`config.mk`:
```
export PLATFORM = sky130hd
export DESIGN_NAME = wire_game_top
export DESIGN_NICKNAME = d
export VERILOG_FILES = /design/src/bomb_pkg.sv /design/src/wire_game_top.sv /design/src/game_fsm.sv /design/src/wire_cut_detector.sv /design/src/wire_cursor.sv /design/src/wire_generator.sv
export SDC_FILE = /design/constraint.sdc
export NUM_CORES = 1
export LEC_CHECK = 0
export ABC_CLOCK_PERIOD_IN_PS = 12900
export BUFFER_PORTS_ARGS = -buffer_cell sky130_fd_sc_hd__buf_2
export CORE_AREA = 2 2 110 112
export CTS_CLUSTER_SIZE = 10
export DETAILED_ROUTE_END_ITERATION = 10
export DIE_AREA = 0 0 112 114
export HOLD_SLACK_MARGIN = 0.06
export PLACE_DENSITY_LB_ADDON = 0.05
export SYNTH_ARGS = -nofsm -noshare
export SYNTH_HDL_FRONTEND = slang
export SYNTH_SLANG_ARGS = --single-unit
```
`constraint.sdc`:
```
create_clock -name clk -period 12.9 [get_ports clk]
set_clock_uncertainty 0.15 [all_clocks]
set_input_delay 0.645 -clock clk [delete_from_list [all_inputs] [get_ports clk]]
set_output_delay 0.645 -clock clk [all_outputs]
set_load 0.02 [all_outputs]
```
`src/bomb_pkg.sv`:
```
// bomb defusal game definitions
// game and screen state encodings, push button codes, wire colors
// and the vector widths shared by the wire puzzle blocks
package bomb_pkg;

    // game flow
    typedef enum logic [2:0] {
        MENU = 3'd0,                                // waiting for a new game
        PLAY = 3'd1,                                // bomb is live
        LOST = 3'd2,                                // too many strikes
        WON  = 3'd3                                 // module defused
    } game_state_t;

    // screen shown while playing
    typedef enum logic [2:0] {
        MOD  = 3'd0,                                // module select screen
        MAZE = 3'd1,                                // maze module, not built here
        WIRE = 3'd2                                 // wire puzzle
    } play_state_t;

    typedef logic [5:0] button_t;                   // one-hot, one bit per push button

    localparam button_t BTN_SELECT = 6'b000001;
    localparam button_t BTN_UP     = 6'b000010;
    localparam button_t BTN_RIGHT  = 6'b000100;
    localparam button_t BTN_DOWN   = 6'b001000;
    localparam button_t BTN_LEFT   = 6'b010000;
    localparam button_t BTN_BACK   = 6'b100000;
    localparam button_t BTN_NONE   = 6'b000000;

    typedef logic [2:0] color_t;                    // wire color code

    localparam color_t RED     = 3'd0;
    localparam color_t WHITE   = 3'd1;
    localparam color_t YELLOW  = 3'd2;
    localparam color_t BLUE    = 3'd3;
    localparam color_t BLACK   = 3'd4;
    localparam color_t NO_WIRE = 3'd5;              // empty slot

    localparam int NUM_WIRES = 6;                   // wire slots on the module

    typedef logic [2:0] wire_idx_t;                 // wire position or wire count
    typedef logic [5:0] wire_mask_t;                // one bit per wire slot
    typedef logic [1:0] strike_t;                   // strike count

endpackage
```
`src/wire_game_top.sv`:
```
// wire module of the bomb game
// game controller, puzzle generator, wire cursor and cut detector
// joined into one block driven by clean button presses
module wire_game_top
    import bomb_pkg::*;
#(
    parameter int          MAX_STRIKES = 3,
    parameter logic [15:0] LFSR_SEED   = 16'hace1
) (
    input  logic        clk,
    input  logic        nrst,
    input  logic        strobe,                     // one cycle per press
    input  button_t     button,
    output game_state_t game_state,
    output play_state_t playing_state,
    output wire_idx_t   wire_num,
    output color_t      wire_color [NUM_WIRES],
    output wire_idx_t   wire_pos,
    output wire_mask_t  wire_status,
    output logic        wire_clear,
    output logic        wire_error,
    output strike_t     strikes
);

    logic activate_rand;                            // start of game, new puzzle

    game_fsm #(
        .MAX_STRIKES (MAX_STRIKES)
    ) i_game_fsm (
        .clk           (clk),
        .nrst          (nrst),
        .strobe        (strobe),
        .button        (button),
        .wire_clear    (wire_clear),
        .wire_error    (wire_error),
        .game_state    (game_state),
        .playing_state (playing_state),
        .activate_rand (activate_rand),
        .strikes       (strikes)
    );

    wire_generator #(
        .LFSR_SEED (LFSR_SEED)
    ) i_wire_generator (
        .clk           (clk),
        .nrst          (nrst),
        .activate_rand (activate_rand),
        .wire_num      (wire_num),
        .wire_color    (wire_color)
    );

    wire_cursor i_wire_cursor (
        .clk           (clk),
        .nrst          (nrst),
        .activate_rand (activate_rand),
        .strobe        (strobe),
        .button        (button),
        .playing_state (playing_state),
        .wire_num      (wire_num),
        .wire_pos      (wire_pos)
    );

    wire_cut_detector i_wire_cut_detector (
        .clk              (clk),
        .nrst             (nrst),
        .activate_rand    (activate_rand),
        .strobe           (strobe),
        .playing_state_in (playing_state),
        .button           (button),
        .wire_num         (wire_num),
        .wire_pos         (wire_pos),
        .wire_color       (wire_color),
        .wire_status      (wire_status),
        .wire_clear       (wire_clear),
        .wire_error       (wire_error)
    );

endmodule

```
`src/game_fsm.sv`:
```
// game controller
// game flow MENU, PLAY, LOST, WON plus the screen inside PLAY, with
// a strike counter fed by the wire errors; fires activate_rand on the
// press that starts a game
module game_fsm
    import bomb_pkg::*;
#(
    parameter int MAX_STRIKES = 3                   // strikes that lose the game
) (
    input  logic        clk,
    input  logic        nrst,
    input  logic        strobe,
    input  button_t     button,
    input  logic        wire_clear,                 // right wire cut
    input  logic        wire_error,                 // wrong wire cut
    output game_state_t game_state,
    output play_state_t playing_state,
    output logic        activate_rand,              // new game pulse
    output strike_t     strikes
);

    game_state_t game_next;
    play_state_t play_next;
    strike_t     strikes_next;
    strike_t     strikes_inc;                       // count after one more error
    logic        select_press;
    logic        back_press;

    assign select_press  = strobe && (button == BTN_SELECT);
    assign back_press    = strobe && (button == BTN_BACK);
    assign activate_rand = (game_state == MENU) && select_press;
    assign strikes_inc   = strikes + strike_t'(1);

    always_comb begin
        game_next    = game_state;
        play_next    = playing_state;
        strikes_next = strikes;
        case (game_state)
            MENU: begin
                if (activate_rand) begin
                    game_next    = PLAY;
                    play_next    = MOD;
                    strikes_next = '0;
                end
            end
            PLAY: begin
                if (wire_clear) begin
                    game_next = WON;
                    play_next = MOD;                         // leave the wire screen
                end else if (wire_error) begin
                    strikes_next = strikes_inc;
                    if (int'(strikes_inc) == MAX_STRIKES) begin
                        game_next = LOST;
                        play_next = MOD;
                    end
                end else if (playing_state == MOD && select_press) begin
                    play_next = WIRE;                        // open the wire puzzle
                end else if (playing_state == WIRE && back_press) begin
                    play_next = MOD;
                end
            end
            LOST, WON: begin
                if (select_press) begin
                    game_next = MENU;
                end
            end
            default: game_next = MENU;
        endcase
    end

    always_ff @(posedge clk) begin
        if (!nrst) begin
            game_state    <= MENU;
            playing_state <= MOD;
            strikes       <= '0;
        end else begin
            game_state    <= game_next;
            playing_state <= play_next;
            strikes       <= strikes_next;
        end
    end

endmodule

```
`src/wire_cut_detector.sv`:
```
// wire cut detector
// works out the right wire from the color counts of the puzzle and
// judges every cut on the wire screen: a clear or error strobe in the
// cycle of the press, and a per-wire cut status for the game
module wire_cut_detector
    import bomb_pkg::*;
(
    input  logic        clk,
    input  logic        nrst,
    input  logic        activate_rand,              // new puzzle, all wires uncut
    input  logic        strobe,
    input  play_state_t playing_state_in,
    input  button_t     button,
    input  wire_idx_t   wire_num,                   // wires present, 3 to 6
    input  wire_idx_t   wire_pos,                   // wire under the cursor
    input  color_t      wire_color [NUM_WIRES],
    output wire_mask_t  wire_status,                // 1 = cut
    output logic        wire_clear,                 // right wire cut
    output logic        wire_error                  // wrong wire cut
);

    logic [2:0] color_cnt [5];                      // wires of each real color
    wire_idx_t  last_of [5];                        // last slot of each color
    wire_idx_t  last_wire;                          // position of the last wire
    color_t     last_color;                         // its color
    wire_idx_t  right_wire;                         // the wire to cut
    logic       cut_press;                          // SELECT on the wire screen
    logic       fresh_cut;                          // ... on a wire still intact

    assign last_wire  = wire_num - wire_idx_t'(1);
    assign last_color = wire_color[last_wire];

    // color census, empty slots skipped
    always_comb begin
        for (int c = 0; c < 5; c++) begin
            color_cnt[c] = 3'd0;
            last_of[c]   = '0;
        end
        for (int i = 0; i < NUM_WIRES; i++) begin
            if (wire_color[i] < NO_WIRE) begin
                color_cnt[wire_color[i]] = color_cnt[wire_color[i]] + 3'd1;
                last_of[wire_color[i]]   = wire_idx_t'(i);   // later slots overwrite
            end
        end
    end

    // defusal rules, one set per wire count
    always_comb begin
        right_wire = '0;
        case (wire_num)
            3'd3: begin
                if (color_cnt[RED] == 3'd0) begin
                    right_wire = wire_idx_t'(1);             // no red
                end else if (last_color == WHITE) begin
                    right_wire = last_wire;
                end else if (color_cnt[BLUE] > 3'd1) begin
                    right_wire = last_of[BLUE];              // last blue
                end else begin
                    right_wire = last_wire;
                end
            end
            3'd4: begin
                if (color_cnt[RED] > 3'd1) begin
                    right_wire = last_of[RED];               // last red
                end else if (color_cnt[RED] == 3'd0 && last_color == YELLOW) begin
                    right_wire = wire_idx_t'(0);
                end else if (color_cnt[BLUE] == 3'd1) begin
                    right_wire = wire_idx_t'(0);
                end else if (color_cnt[YELLOW] > 3'd1) begin
                    right_wire = last_wire;
                end else begin
                    right_wire = wire_idx_t'(1);
                end
            end
            3'd5: begin
                if (last_color == BLACK) begin
                    right_wire = wire_idx_t'(3);
                end else if (color_cnt[RED] == 3'd1 && color_cnt[YELLOW] > 3'd1) begin
                    right_wire = wire_idx_t'(0);
                end else if (color_cnt[BLACK] == 3'd0) begin
                    right_wire = wire_idx_t'(1);
                end else begin
                    right_wire = wire_idx_t'(0);
                end
            end
            3'd6: begin
                if (color_cnt[YELLOW] == 3'd0) begin
                    right_wire = wire_idx_t'(2);
                end else if (color_cnt[YELLOW] == 3'd1 && color_cnt[WHITE] > 3'd1) begin
                    right_wire = wire_idx_t'(3);
                end else if (color_cnt[RED] == 3'd0) begin
                    right_wire = last_wire;
                end else begin
                    right_wire = wire_idx_t'(3);
                end
            end
            default: right_wire = '0;                        // count never leaves 3..6
        endcase
    end

    assign cut_press  = strobe && (playing_state_in == WIRE) && (button == BTN_SELECT);
    assign fresh_cut  = cut_press && !wire_status[wire_pos];   // cut wires are dead
    assign wire_clear = fresh_cut && (wire_pos == right_wire);
    assign wire_error = fresh_cut && (wire_pos != right_wire);

    always_ff @(posedge clk) begin
        if (!nrst) begin
            wire_status <= '0;
        end else if (activate_rand) begin
            wire_status <= '0;                               // fresh puzzle
        end else if (fresh_cut) begin
            wire_status[wire_pos] <= 1'b1;
        end
    end

endmodule

```
`src/wire_cursor.sv`:
```
// wire cursor
// holds the selected wire, moved by LEFT and RIGHT on the wire screen
// and clamped to the wires present, no wrap at either end
module wire_cursor
    import bomb_pkg::*;
(
    input  logic        clk,
    input  logic        nrst,
    input  logic        activate_rand,              // new puzzle, cursor home
    input  logic        strobe,                     // one cycle per press
    input  button_t     button,
    input  play_state_t playing_state,
    input  wire_idx_t   wire_num,                   // wires present
    output wire_idx_t   wire_pos                    // selected wire, 0 is leftmost
);

    logic      move_press;                          // press that may move the cursor
    wire_idx_t last_pos;                            // rightmost wire

    assign move_press = strobe && (playing_state == WIRE);
    assign last_pos   = wire_num - wire_idx_t'(1);

    always_ff @(posedge clk) begin
        if (!nrst) begin
            wire_pos <= '0;
        end else if (activate_rand) begin
            wire_pos <= '0;                                  // start on the first wire
        end else if (move_press) begin
            if (button == BTN_LEFT && wire_pos != '0) begin
                wire_pos <= wire_pos - wire_idx_t'(1);       // stop at wire 0
            end else if (button == BTN_RIGHT && wire_pos < last_pos) begin
                wire_pos <= wire_pos + wire_idx_t'(1);       // stop at the last wire
            end
        end
    end

endmodule

```
`src/wire_generator.sv`:
```
// wire puzzle generator
// a free running 16-bit fibonacci LFSR is sampled on activate_rand
// to draw the wire count (3 to 6) and a color for every present wire
module wire_generator
    import bomb_pkg::*;
#(
    parameter logic [15:0] LFSR_SEED = 16'hace1     // nonzero lfsr start value
) (
    input  logic      clk,
    input  logic      nrst,
    input  logic      activate_rand,                // new game pulse
    output wire_idx_t wire_num,                     // wires present, 3 to 6
    output color_t    wire_color [NUM_WIRES]        // color per slot, NO_WIRE if empty
);

    logic [15:0] lfsr;                              // random source
    logic        lfsr_fb;                           // feedback bit
    wire_idx_t   rand_num;                          // wire count drawn from lfsr
    color_t      rand_color [NUM_WIRES];            // colors drawn from lfsr

    // fold a 3-bit field into the five real colors
    function automatic color_t mod5(input logic [2:0] v);
        return (v >= 3'd5) ? color_t'(v - 3'd5) : color_t'(v);
    endfunction

    assign lfsr_fb  = lfsr[15] ^ lfsr[13] ^ lfsr[12] ^ lfsr[10]; // taps 16 14 13 11
    assign rand_num = wire_idx_t'(3'd3 + {1'b0, lfsr[1:0]});      // 3 plus two low bits

    always_comb begin
        for (int i = 0; i < NUM_WIRES; i++) begin
            if (wire_idx_t'(i) < rand_num) begin
                rand_color[i] = mod5(lfsr[2*i+2 +: 3]);    // overlapping 3-bit fields
            end else begin
                rand_color[i] = NO_WIRE;                    // slot past the last wire
            end
        end
    end

    // lfsr steps every cycle, game or not
    always_ff @(posedge clk) begin
        if (!nrst) begin
            lfsr <= LFSR_SEED;
        end else begin
            lfsr <= {lfsr[14:0], lfsr_fb};
        end
    end

    // capture the puzzle on entry to PLAY
    always_ff @(posedge clk) begin
        if (!nrst) begin
            wire_num <= wire_idx_t'(3);
            for (int i = 0; i < NUM_WIRES; i++) begin
                wire_color[i] <= NO_WIRE;
            end
        end else if (activate_rand) begin
            wire_num <= rand_num;
            for (int i = 0; i < NUM_WIRES; i++) begin
                wire_color[i] <= rand_color[i];
            end
        end
    end

endmodule

```
## Word-level counts from Yosys, hierarchy flattened

Memory sizes are Yosys's and may differ from the RTL's.
Cells that the tools add are included.

- Logic and storage cells: 257
- Bits in registers: 54
- Memories kept: 1
- Bits of input ports: 9
- Output and inout bits: 40
- Memory bits (read-only): 24

Memories:

| name | depth | width | read ports | clocked after Yosys merged registers in | write ports | RTL line | RTL |
|---|---|---|---|---|---|---|---|
| (no name shown) | 8 | 3 | 1 | 0 | 0 | wire_cut_detector.sv:41 | `color_cnt[wire_color[i]] = color_cnt[wire_color[i]] + 3'd1;` |

- Bitwise operators: 25
- Add/subtract/negate cells: 17
- Equality and inequality tests: 29
- Reduce and logical (&&, ||, !) cells: 37
- Muxes and demuxes: 97
- Order comparisons: 38

Operators by type and width:

| kind | number |
|---|---|
| 3-bit 2-to-1 mux | 57 |
| 15-bit 2-to-1 mux | 10 |
| 15-bit bitwise mux | 5 |
| 3-bit binary-select mux with 3-bit select | 6 |
| 3-bit demux with 3-bit select | 6 |
| 4-bit >= comparator, second input constant | 7 |
| 3-bit NOT with 4-bit output | 7 |
| 4-bit by 1-bit less-than comparator with 1-bit output, second input constant | 6 |
| 1-bit logical AND | 22 |
| 3-bit by 1-bit adder with 3-bit output, second input constant | 7 |
| 10-bit bitwise AND | 2 |
| 10-bit NOT | 2 |
| 10-bit bitwise OR | 2 |
| 3-bit >= comparator, second input constant | 6 |
| 3-bit less-than comparator, second input constant | 6 |
| 3-bit subtractor, second input constant | 6 |
| 15-bit bitwise AND | 1 |
| 3-bit by 1-bit == test with 1-bit output, second input constant | 5 |
| 3-bit by 2-bit == test with 1-bit output, second input constant | 5 |
| 3-bit zero test | 5 |
| 13-bit 2-to-1 mux | 1 |
| 3-bit == test, second input constant | 4 |
| 3-bit by 1-bit greater-than comparator with 1-bit output, second input constant | 4 |
| 3-bit case mux with 4 select lines | 1 |
| 42 further kinds | 60 |

## Longest topological paths before layout

Gate-level depths: netlist of run 1.

- Depth after elaboration: 48
- Depth in mapped cells: 35
- Depth with buffers taken out: 33

## Cells and area by module

Synthesis of run 1 repeated with hierarchy kept, for this count alone.

- Cell total of the unflattened synthesis: 694
- Area, all modules: 5383.9 µm²

Modules (own cells, without submodules):

| module | area an instance (µm²) | cells each | seq. area each (µm²) | times used |
|---|---|---|---|---|
| wire_cut_detector | 2932.8 | 418 | 120.1 | 1 |
| wire_generator | 1773.0 | 193 | 740.7 | 1 |
| game_fsm | 370.4 | 45 | 100.1 | 1 |
| wire_cursor | 307.8 | 38 | 60.1 | 1 |

## Worst setup path after synthesis of run 1

No wires, ideal clock.

- Path kind: reg-to-output
- Start: register i_wire_generator.wire_color[13] in the netlist's numbering
- End: output wire_clear
- Setup slack: 4.465 ns
- Arrival: 7.640 ns
- Stages on the path, launching flop included: 28
- Buffers on the path: 1
- Required time: 12.105 ns
- Cells stage by stage: dfxtp_1 clkbuf_1 nor3b_1 xnor2_1 o22ai_1 or3_1 ha_1 or4bb_1 o41ai_1 mux2i_1 o22ai_1 ha_1 mux2_2 mux4_2 a22o_1 ha_1 mux2i_1 mux4_2 o22ai_1 ha_1 nand3b_1 mux2i_1 nor2_1 a211o_1 a31o_1 or4_1 a222oi_1 and2_1

- Cells in the longest elaborated chain, start to end: 39
- Elaborated cells between the ends (all ways): 81
- Those cells by class: 5 x add/sub; 7 x order compare; 7 x eq/ne; 49 x mux; 5 x bitwise; 8 x reduce/logical

Ends and longest elaborated chain:

| item | RTL line | RTL |
|---|---|---|
| from (decl) | wire_generator.sv:13 | `output color_t wire_color [NUM_WIRES]` |
| from (signal, indexed assignment) | wire_generator.sv:58 | `wire_color[i] <= rand_color[i];` |
| 3-bit NOT with 4-bit output (not written as such) | wire_cut_detector.sv:41, wire_cut_detector.sv:42 |  |
| 3-bit binary-select mux with 3-bit select (tied with other cells) | wire_cut_detector.sv:41 |  |
| 3-bit 2-to-1 mux (not written as such) / 1-bit logical AND (equally long branches) | wire_cut_detector.sv:41, wire_cut_detector.sv:42 |  |
| 3-bit 2-to-1 mux, on equally long branches | wire_cut_detector.sv:41, wire_cut_detector.sv:42 |  |
| 3-bit by 1-bit adder with 3-bit output / 3-bit demux with 3-bit select (equally long branches) | wire_cut_detector.sv:41, wire_cut_detector.sv:42 |  |
| 15-bit bitwise mux | wire_cut_detector.sv:41 |  |
| 15-bit 2-to-1 mux | wire_cut_detector.sv:40 | `if (wire_color[i] < NO_WIRE) begin` |
| 3-bit binary-select mux with 3-bit select | wire_cut_detector.sv:41 |  |
| (+23 left out) | - |  |
| 3-bit by 1-bit greater-than comparator with 1-bit output | wire_cut_detector.sv:69, wire_cut_detector.sv:78 |  |
| 3-bit 2-to-1 mux | wire_cut_detector.sv:69 | `end else if (color_cnt[YELLOW] > 3'd1) begin` |
| 3-bit 2-to-1 mux | wire_cut_detector.sv:67 | `end else if (color_cnt[BLUE] == 3'd1) begin` |
| 3-bit 2-to-1 mux | wire_cut_detector.sv:65 | `end else if (color_cnt[RED] == 3'd0 && last_color == YELLOW) begin` |
| 3-bit 2-to-1 mux | wire_cut_detector.sv:63 | `if (color_cnt[RED] > 3'd1) begin` |
| 3-bit case mux with 4 select lines (*) | wire_cut_detector.sv:50 | `case (wire_num)` |
| 3-bit == test (*) | wire_cut_detector.sv:103 | `assign wire_clear = fresh_cut && (wire_pos == right_wire);` |
| 1-bit logical AND (*) | wire_cut_detector.sv:103 |  |
| to (decl) | wire_game_top.sv:20 | `output logic wire_clear,` |

Mark *: on every way between the ends. The rest lies on a longest branch, timed or not. The select of a mux whose other input is x is not followed.

## Final worst setup path of run 1

- Start: register i_wire_generator.wire_color[16] in the netlist's numbering
- End: output wire_error

- Cells in the longest elaborated chain, start to end: 45
- Elaborated cells between the ends (all ways): 78
- Those cells by class: 6 x add/sub; 7 x order compare; 7 x eq/ne; 47 x mux; 2 x bitwise; 8 x reduce/logical; 1 x memory

Ends and longest elaborated chain:

| item | RTL line | RTL |
|---|---|---|
| 3-bit NOT with 4-bit output (not written as such) | wire_cut_detector.sv:41 |  |
| memory read 8 x 3 bit (tied with other cells) | - |  |
| 3-bit 2-to-1 mux (not written as such) / 1-bit logical AND (equally long branches) | wire_cut_detector.sv:41 |  |
| 3-bit 2-to-1 mux (not written as such) | wire_cut_detector.sv:41 |  |
| 3-bit by 1-bit adder with 3-bit output / 3-bit demux with 3-bit select (equally long branches) | wire_cut_detector.sv:41 |  |
| 15-bit bitwise AND (no line) | - |  |
| 15-bit 2-to-1 mux | wire_cut_detector.sv:40 |  |
| 3-bit binary-select mux with 3-bit select | wire_cut_detector.sv:41 |  |
| (+29 left out) | - |  |
| 3-bit by 1-bit greater-than comparator with 1-bit output | wire_cut_detector.sv:69, wire_cut_detector.sv:78 |  |
| 3-bit 2-to-1 mux | wire_cut_detector.sv:69 |  |
| 3-bit 2-to-1 mux | wire_cut_detector.sv:67 |  |
| 3-bit 2-to-1 mux | wire_cut_detector.sv:65 |  |
| 3-bit 2-to-1 mux | wire_cut_detector.sv:63 |  |
| 3-bit case mux with 4 select lines (*) | wire_cut_detector.sv:50 |  |
| 3-bit inequality test (*) | wire_cut_detector.sv:104 | `assign wire_error = fresh_cut && (wire_pos != right_wire);` |
| 1-bit logical AND (*) | wire_cut_detector.sv:104 |  |
| to (decl) | wire_game_top.sv:21 | `output logic wire_error,` |

Marks and branches as above.

==> run summary, run 1 <==
Hold_sp = i_wire_cut_detector.wire_status[5]
Die ar. = 12770 um2
Hold_ws = 0.3443 ns
Crit end category = primary output
Async set-reset flop share out of synthesis = 0%
DR pass1 iterations = 5
Post-synth top flop = dfxtp_1
Critical Path AT = 8.95 ns
Lkg Pwr = 2.187 nW
Post-synth top area share = 20.16%
CP Depth = 27
Hold_buf cts = 0
Total placed cells including tap cells = 831
Reg2reg start = i_wire_generator.wire_color[16]
Ant diodes = 0
Commonest non-fill, non-tap cells in the layout = 81 x nor2_1, 62 x nand2_1, 51 x dfxtp_1, 45 x buf_2, 33 x a21oi_1
Status = finished clean
DP Worst Slack = 3.554 ns
Vias per cell = 6.102
WL final = 14870 um
Final antenna-violating net count = 0
CTS tree = yes
# resized after CTS = 0
Synth area leader = dfxtp_1
Maxcap violations = 0
Slowest stage delay, CP = 0.91 ns
Crit share post-route = 75.52%
Reg clk slew, reported paths = 0.06 ns
Via count = 5107
Initial Util = 43.25%
Unrepaired setup endpoints after global routing = false
Critical Path Source = i_wire_generator.wire_color[16]
Mean post-synth cell area = 7.426 um2
Layout cells sized above 1 = 11.88%
Grt total ovfl = 0
Slew HR = 33.22%
Fin. max-slew vios = 0
Final Critical Period = 9.741 ns
Terminus of the critical flop-to-flop path = i_game_fsm.game_state[0]
Post-DP HPWL = 11540 um
CP required = 12.10 ns
DRC Markers = 0
Port Buffers = 45
Pwr dens = 59.55 nW/um2
Final std cells w/o fill = 837
Post-Synthesis Cells = 682
Global-route wire length before repair = 23840 um
CP Launch Type = flop
Critical path type = reg -> out
Worst setup endpoint = wire_error
Die span in y = 114 um
Synth-to-layout area growth = 7.090%
Pin count of the biggest net entering global routing = 23
Root buf cell = clkbuf_16
Tot GR Track Use = 22.82%
Final RePlAce weighted congestion = 0.9329
Fin worst setup slack = 3.159 ns
Worst-Margin Slew = 0.9764 ns
Cell mode on critical path = ha_1
Clk Latency, worst-skew pair = 0.29 ns
Worst VDD drop = 0.09363 mV
Setup Buffers After CTS = 0
Sum Neg Setup Slack = 0 ns
Slowest cell on crit path = a222oi_1
Final Setup Violations = 0
Final nets = 729
Clock sinks = 51
Cells on Worst Hold Path = 2
Vias in the first global route = 4684
Netlist cell types = 89
Max FO, Critical Path = 14
Clock tree buffer depth = 2
WL per Instance = 17.76 um
Cts bufs inserted = 5
H-tree lvl count = 2
IO Pins = 49
Worst path bufs/invs = 1
EDFF count, synth = 0
Post-synthesis cell area = 5065 um2
Max Clk Rate = 0.1027 GHz
Yosys reg bits = 51
Initial antenna violation count = 0
R2r setup slk = 4.03 ns
Most common cell after layout, fill and taps aside = nor2_1
Part of the Yosys area used for sequential elements = 20.16%
Initial DRC Count = 339
Core footprint = 11710 um2
Fin util = 46.31%
CP top delay family = compound AO/OA/AOI/OAI gates
Chip Width = 112 um
Ys Warns = 0
Ranking of synthesized cells by area = dfxtp_1 20%, ha_1 6.9%, nor2_1 6.0%, nand2_1 4.6%, mux2i_1 3.8%
Cell Rows = 40
Worst min path class = reg -> reg
Hold Fails Final Rpt = 0
FF-to-FF path depth = 27
logic make-up after synthesis:
family | synth area share (%)
AND/OR/NAND/NOR | 30.58
AO/OA/AOI/OAI | 23.77
buffers and inverters | 6.423
flip-flops | 20.16
XOR/XNOR | 5.707
adder cells (fa/ha/maj) | 7.312
multiplexers | 5.978
other | 0.07404
through the flow:
step           area (um2)  total power [mW]
5_1_grt              5424            0.3386
6_report             5424            0.3230
3_5_place_dp         5291            0.2003
4_1_cts              5424            0.3282
3_3_place_gp         5291            0.1996
2_1_floorplan        5072            0.1922
flip-flops by register name, indices dropped and copies added, names as in the netlist:
register,count
i_wire_generator.wire_color,18
i_game_fsm.game_state,2
i_wire_generator.wire_num,3
i_game_fsm.playing_state,1
i_wire_cursor.wire_pos,3
i_wire_generator.lfsr,16
i_wire_cut_detector.wire_status,6
i_game_fsm.strikes,2
cell type report:
cell class / instances / area (um2)
clock buffers: 5 / 125.1
clock inverters: 1 / 7.507
fillers: 1194 / 6287
inverters: 30 / 112.6
multi-input cells: 555 / 3726
flip-flops and latches: 51 / 1021
well taps: 147 / 183.9
repair buffers: 48 / 247.7
cell usage after synthesis, drive strengths merged (10+ instances only):
master and count:
a211oi 10, a21oi 33, a31oi 10, buf 15, clkbuf 33, dfxtp 51
ha 28, inv 29, mux2i 19, nand2 62, nand3 12, nor2 81
nor3 34, nor3b 18, o211ai 11, o21ai 32, o22ai 10, or3 15
xnor2 21, xor2 12
power breakdown:
| group | internal [mW] | switching [mW] |
|---|---|---|
| Clock | 0.0698 | 0.0566 |
| Sequential | 0.161 | 0.00546 |
| Combinational | 0.0111 | 0.0187 |
| Total | 0.242 | 0.0807 |
per-layer routing:
layer / up-vias / GRT usage, % / share of wire (%)
li1: 2510 / - / -
met1: 2410 / 30.25 / 46
met2: 156 / 37.90 / 47
met3: 31 / 2.816 / 4.3
met4: 0 / 9.268 / 2.9
met5: - / 0 / 0
worst min-delay path by stage:
| stage | slack, ns | end |
|---|---|---|
| floorplan | 0.31 | i_wire_generator.lfsr[10] |
| global placement | 0.33 | i_wire_cut_detector.wire_status[5] |
| detailed placement | 0.33 | i_wire_cut_detector.wire_status[5] |
| CTS | 0.35 | i_wire_cut_detector.wire_status[5] |
| global route | 0.39 | i_wire_cut_detector.wire_status[4] |
| finish | 0.34 | i_wire_cut_detector.wire_status[5] |
worst register-to-register path: cells and delay by family, from the launching register on:
kind | cells | cell delay (ns)
compound gates | 9 | 2.60
simple gates | 7 | 1.86
mux | 6 | 1.80
fa+ha+maj | 4 | 1.34
flops | 1 | 0.65
xor+xnor | 1 | 0.38
Note: power is estimated with default switching activity, not from simulation.
==> run 2, diff against run 1 <==
- ABC_CLOCK_PERIOD_IN_PS: 12900 -> 9400
- clock period: 12.9 -> 9.4 ns (I/O delays scaled with it)
==> run 2 against run 1 <==
Effect of this change: routed wire length decreased by 0.65%; register-to-register slack got worse by 2.8 ns; global-route usage increased by 0.14 points; critical path type unchanged; design area increased by 1.6%; die area unchanged; combinational power increased by 40%; setup slack got worse by 2.6 ns; clock-buffer cell count increased by 2.
==> run summary, run 2 (synthesis results as in run 1) <==
Most common cell after layout, fill and taps aside = nor2_1 (unchanged)
Ant diodes = 0 (unchanged)
Vias per cell = 6.014 (was 6.102)
Sum Neg Setup Slack = 0 ns (unchanged)
Fin. max-slew vios = 0 (unchanged)
Terminus of the critical flop-to-flop path = i_game_fsm.game_state[0] (unchanged)
CP top delay family = simple AND/OR/NAND/NOR gates (was compound AO/OA/AOI/OAI gates)
Final RePlAce weighted congestion = 0.9072 (was 0.9329)
Filler cells = 1209 (was 1194)
Critical path type = reg -> out (unchanged)
Worst VDD drop = 0.1070 mV (was 0.09363 mV)
Final antenna-violating net count = 0 (unchanged)
Tot GR Track Use = 22.96% (was 22.82%)
Lkg Pwr = 2.221 nW (was 2.187 nW)
Worst hold path endpoint = i_wire_cut_detector.wire_status[5] (unchanged)
Hold_buf cts = 0 (unchanged)
DRC Markers = 0 (unchanged)
Max FO, Critical Path = 12 (was 14)
Final Critical Period = 8.839 ns
Sw Share = 24.74% (was 24.99%)
Initial antenna violation count = 0 (unchanged)
DP Worst Slack = 0.6542 ns (was 3.554 ns)
H-tree lvl count = 2 (unchanged)
DR top layer = met4 (unchanged)
Port Buffers = 45 (unchanged)
Initial Util = 43.25% (unchanged)
Commonest non-fill, non-tap cells in the layout = 81 x nor2_1, 62 x nand2_1, 45 x buf_2, 42 x dfxtp_1, 33 x a21oi_1 (was 81 x nor2_1, 62 x nand2_1, 51 x dfxtp_1, 45 x buf_2, 33 x a21oi_1)
Unrepaired setup endpoints after global routing = false (unchanged)
Cell Rows = 40 (unchanged)
Reg2reg start = i_wire_generator.wire_color[12] (was i_wire_generator.wire_color[16])
FF-to-FF path depth = 28 (was 27)
Grt total ovfl = 0 (unchanged)
Final nets = 732 (was 729)
Setup Buffers After CTS = 0 (unchanged)
Status = finished clean (unchanged)
Initial DRC Count = 493 (was 339)
Clock tree buffer depth = 2 (unchanged)
Cell mode on critical path = ha_1 (unchanged)
IO Pins = 49 (unchanged)
Maxcap violations = 0 (unchanged)
Final Setup Violations = 0 (unchanged)
Combinational share of power = 9.2% (about the same)
Worst min path class = reg -> reg (unchanged)
Max FFs per register = 18 (unchanged)
Chip Width = 112 um (unchanged)
Fin worst setup slack = 0.5609 ns (was 3.159 ns)
Worst path bufs/invs = 2 (was 1)
Cts bufs inserted = 5 (unchanged)
Met3 WL = 703 um (was 634 um)
Final Total Pwr = 0.4550 mW (was 0.3230 mW)
Routed metal-1 wirelength = 6918 um (was 6847 um)
Power share of the clock group = 40.8% (was 39.1%)
Root buf cell = clkbuf_16 (unchanged)
Hold_sp = i_wire_cut_detector.wire_status[5] (unchanged)
Hold Fails Final Rpt = 0 (unchanged)
Crit end category = primary output (unchanged)
Slowest stage delay, CP = 0.49 ns (was 0.91 ns)
Global-route wire length before repair = 24230 um (was 23840 um)
Core footprint = 11710 um2 (unchanged)
Met2 wire len = 6918 um (was 6947 um)
Slew HR = 29.16% (was 33.22%)
Max Clk Rate = 0.1131 GHz
Via count = 5064 (was 5107)
Post-DP HPWL = 11410 um (was 11540 um)
# resized after CTS = 0 (unchanged)
Critical Path AT = 8.22 ns (was 8.95 ns)
Clock sinks = 51 (unchanged)
Sequential share of power = 50.1% (was 51.7%)
Cell Int Power = 0.3424 mW (was 0.2423 mW)
R2r setup slk = 1.28 ns (was 4.03 ns)
Vias in the first global route = 4667 (was 4684)
Synth-to-layout area growth = 8.770% (was 7.090%)
Biggest register = i_wire_generator.wire_color (unchanged)
Worst-Margin Slew = 1.036 ns (was 0.9764 ns)
Layout cells sized above 1 = 14.24% (was 11.88%)
WL per Instance = 17.54 um (was 17.76 um)
Top flop regs = i_wire_generator.wire_color x18, i_wire_generator.lfsr x16, i_wire_cut_detector.wire_status x6 (unchanged)
Reg clk slew, reported paths = 0.07 ns (was 0.06 ns)
WL final = 14770 um (was 14870 um)
Pwr dens = 82.59 nW/um2 (was 59.55 nW/um2)
DR pass1 iterations = 6 (was 5)
CTS tree = yes (unchanged)
Pin count of the biggest net entering global routing = 23 (unchanged)
CP required = 8.78 ns (was 12.10 ns)
NetSw = 0.1126 mW (was 0.08072 mW)
Die span in y = 114 um (unchanged)
Cells on Worst Hold Path = 2 (unchanged)
Clk Latency, worst-skew pair = 0.29 ns (about the same)
Slowest cell on crit path = mux4_2 (was a222oi_1)
Crit share post-route = 94.03%
CP Launch Type = flop (unchanged)
Die ar. = 12770 um2 (unchanged)
==> run 2: cell count changes in the layout (fill, tap and decap cells not counted) <==
| cell | delta |
|---|---|
| dfxtp_1 | -9 |
| dfxtp_2 | +5 |
| dfxtp_4 | +4 |
| buf_4 | +3 |
| nor3b_1 | -2 |
| nor3b_2 | +2 |
| clkbuf_1 | +1 |
| clkbuf_8 | +1 |
| clkinv_4 | +1 |
| clkinvlp_4 | -1 |
| nor3_1 | -1 |
| nor3_2 | +1 |
| xnor2_1 | -1 |
| xnor2_2 | +1 |
==> run 2: worst max-delay path by stage <==
stage	start	endpoint	slack, ns	cells past startpoint
3_3_place_gp	i_wire_generator.wire_color[17]	wire_error	0.80	28
2_1_floorplan	i_wire_generator.wire_color[13]	wire_clear	1.14	27
5_1_grt	i_wire_generator.wire_color[15]	wire_error	0.008	28
3_5_place_dp	i_wire_generator.wire_color[14]	wire_error	0.65	28
6_report	i_wire_generator.wire_color[12]	wire_error	0.56	28
4_1_cts	i_wire_generator.wire_color[14]	wire_error	0.31	28
==> run 2: layout make-up <==
cell class | instances | area [um2] | share of cell area (%)
clock buffer | 7 | 142.6 | 2.589
clock inverter | 1 | 8.758 | 0.1590
inverter | 30 | 112.6 | 2.044
multi-input combinational | 555 | 3749 | 68.04
sequential | 51 | 1042 | 18.92
tap | 147 | 183.9 | 3.339
timing repair buffer | 51 | 270.3 | 4.906
==> run 2: layer usage <==
layer  up-vias  track usage [%]
met5         -                0
li1       2521                -
met3        18            2.391
met2       137            37.74
met4         0            6.179
met1      2388            32.31
==> run 2: worst min-delay path, stage by stage (launching register included) <==
cell     delay, ns
dfxtp_1       0.35
a31oi_1       0.05
nor2_1        0.07
==> run 2: through the flow <==
step | cells | hold slack, ns | utilization (%) | area [um2]
2_1_floorplan | 684 | 0.3109 | - | 5072
3_3_place_gp | 834 | 0.3277 | 45.37 | 5314
3_5_place_dp | 834 | 0.3362 | 45.37 | 5314
4_1_cts | 842 | 0.3522 | 46.67 | 5465
5_1_grt | 842 | 0.3719 | 47.04 | 5509
6_report | 842 | 0.3494 | 47.04 | 5509
==> run 2: power groups by stage <==
| stage | combinational [mW] | clock (mW) | sequential, mW |
|---|---|---|---|
| final | 0.0417 | 0.186 | 0.228 |
| after global routing | 0.0479 | 0.200 | 0.229 |
| after detailed placement | 0.0414 | 0 | 0.234 |
| after global placement | 0.0409 | 0 | 0.234 |
| after floorplan | 0.0324 | 0 | 0.231 |
| after CTS | 0.0417 | 0.193 | 0.229 |
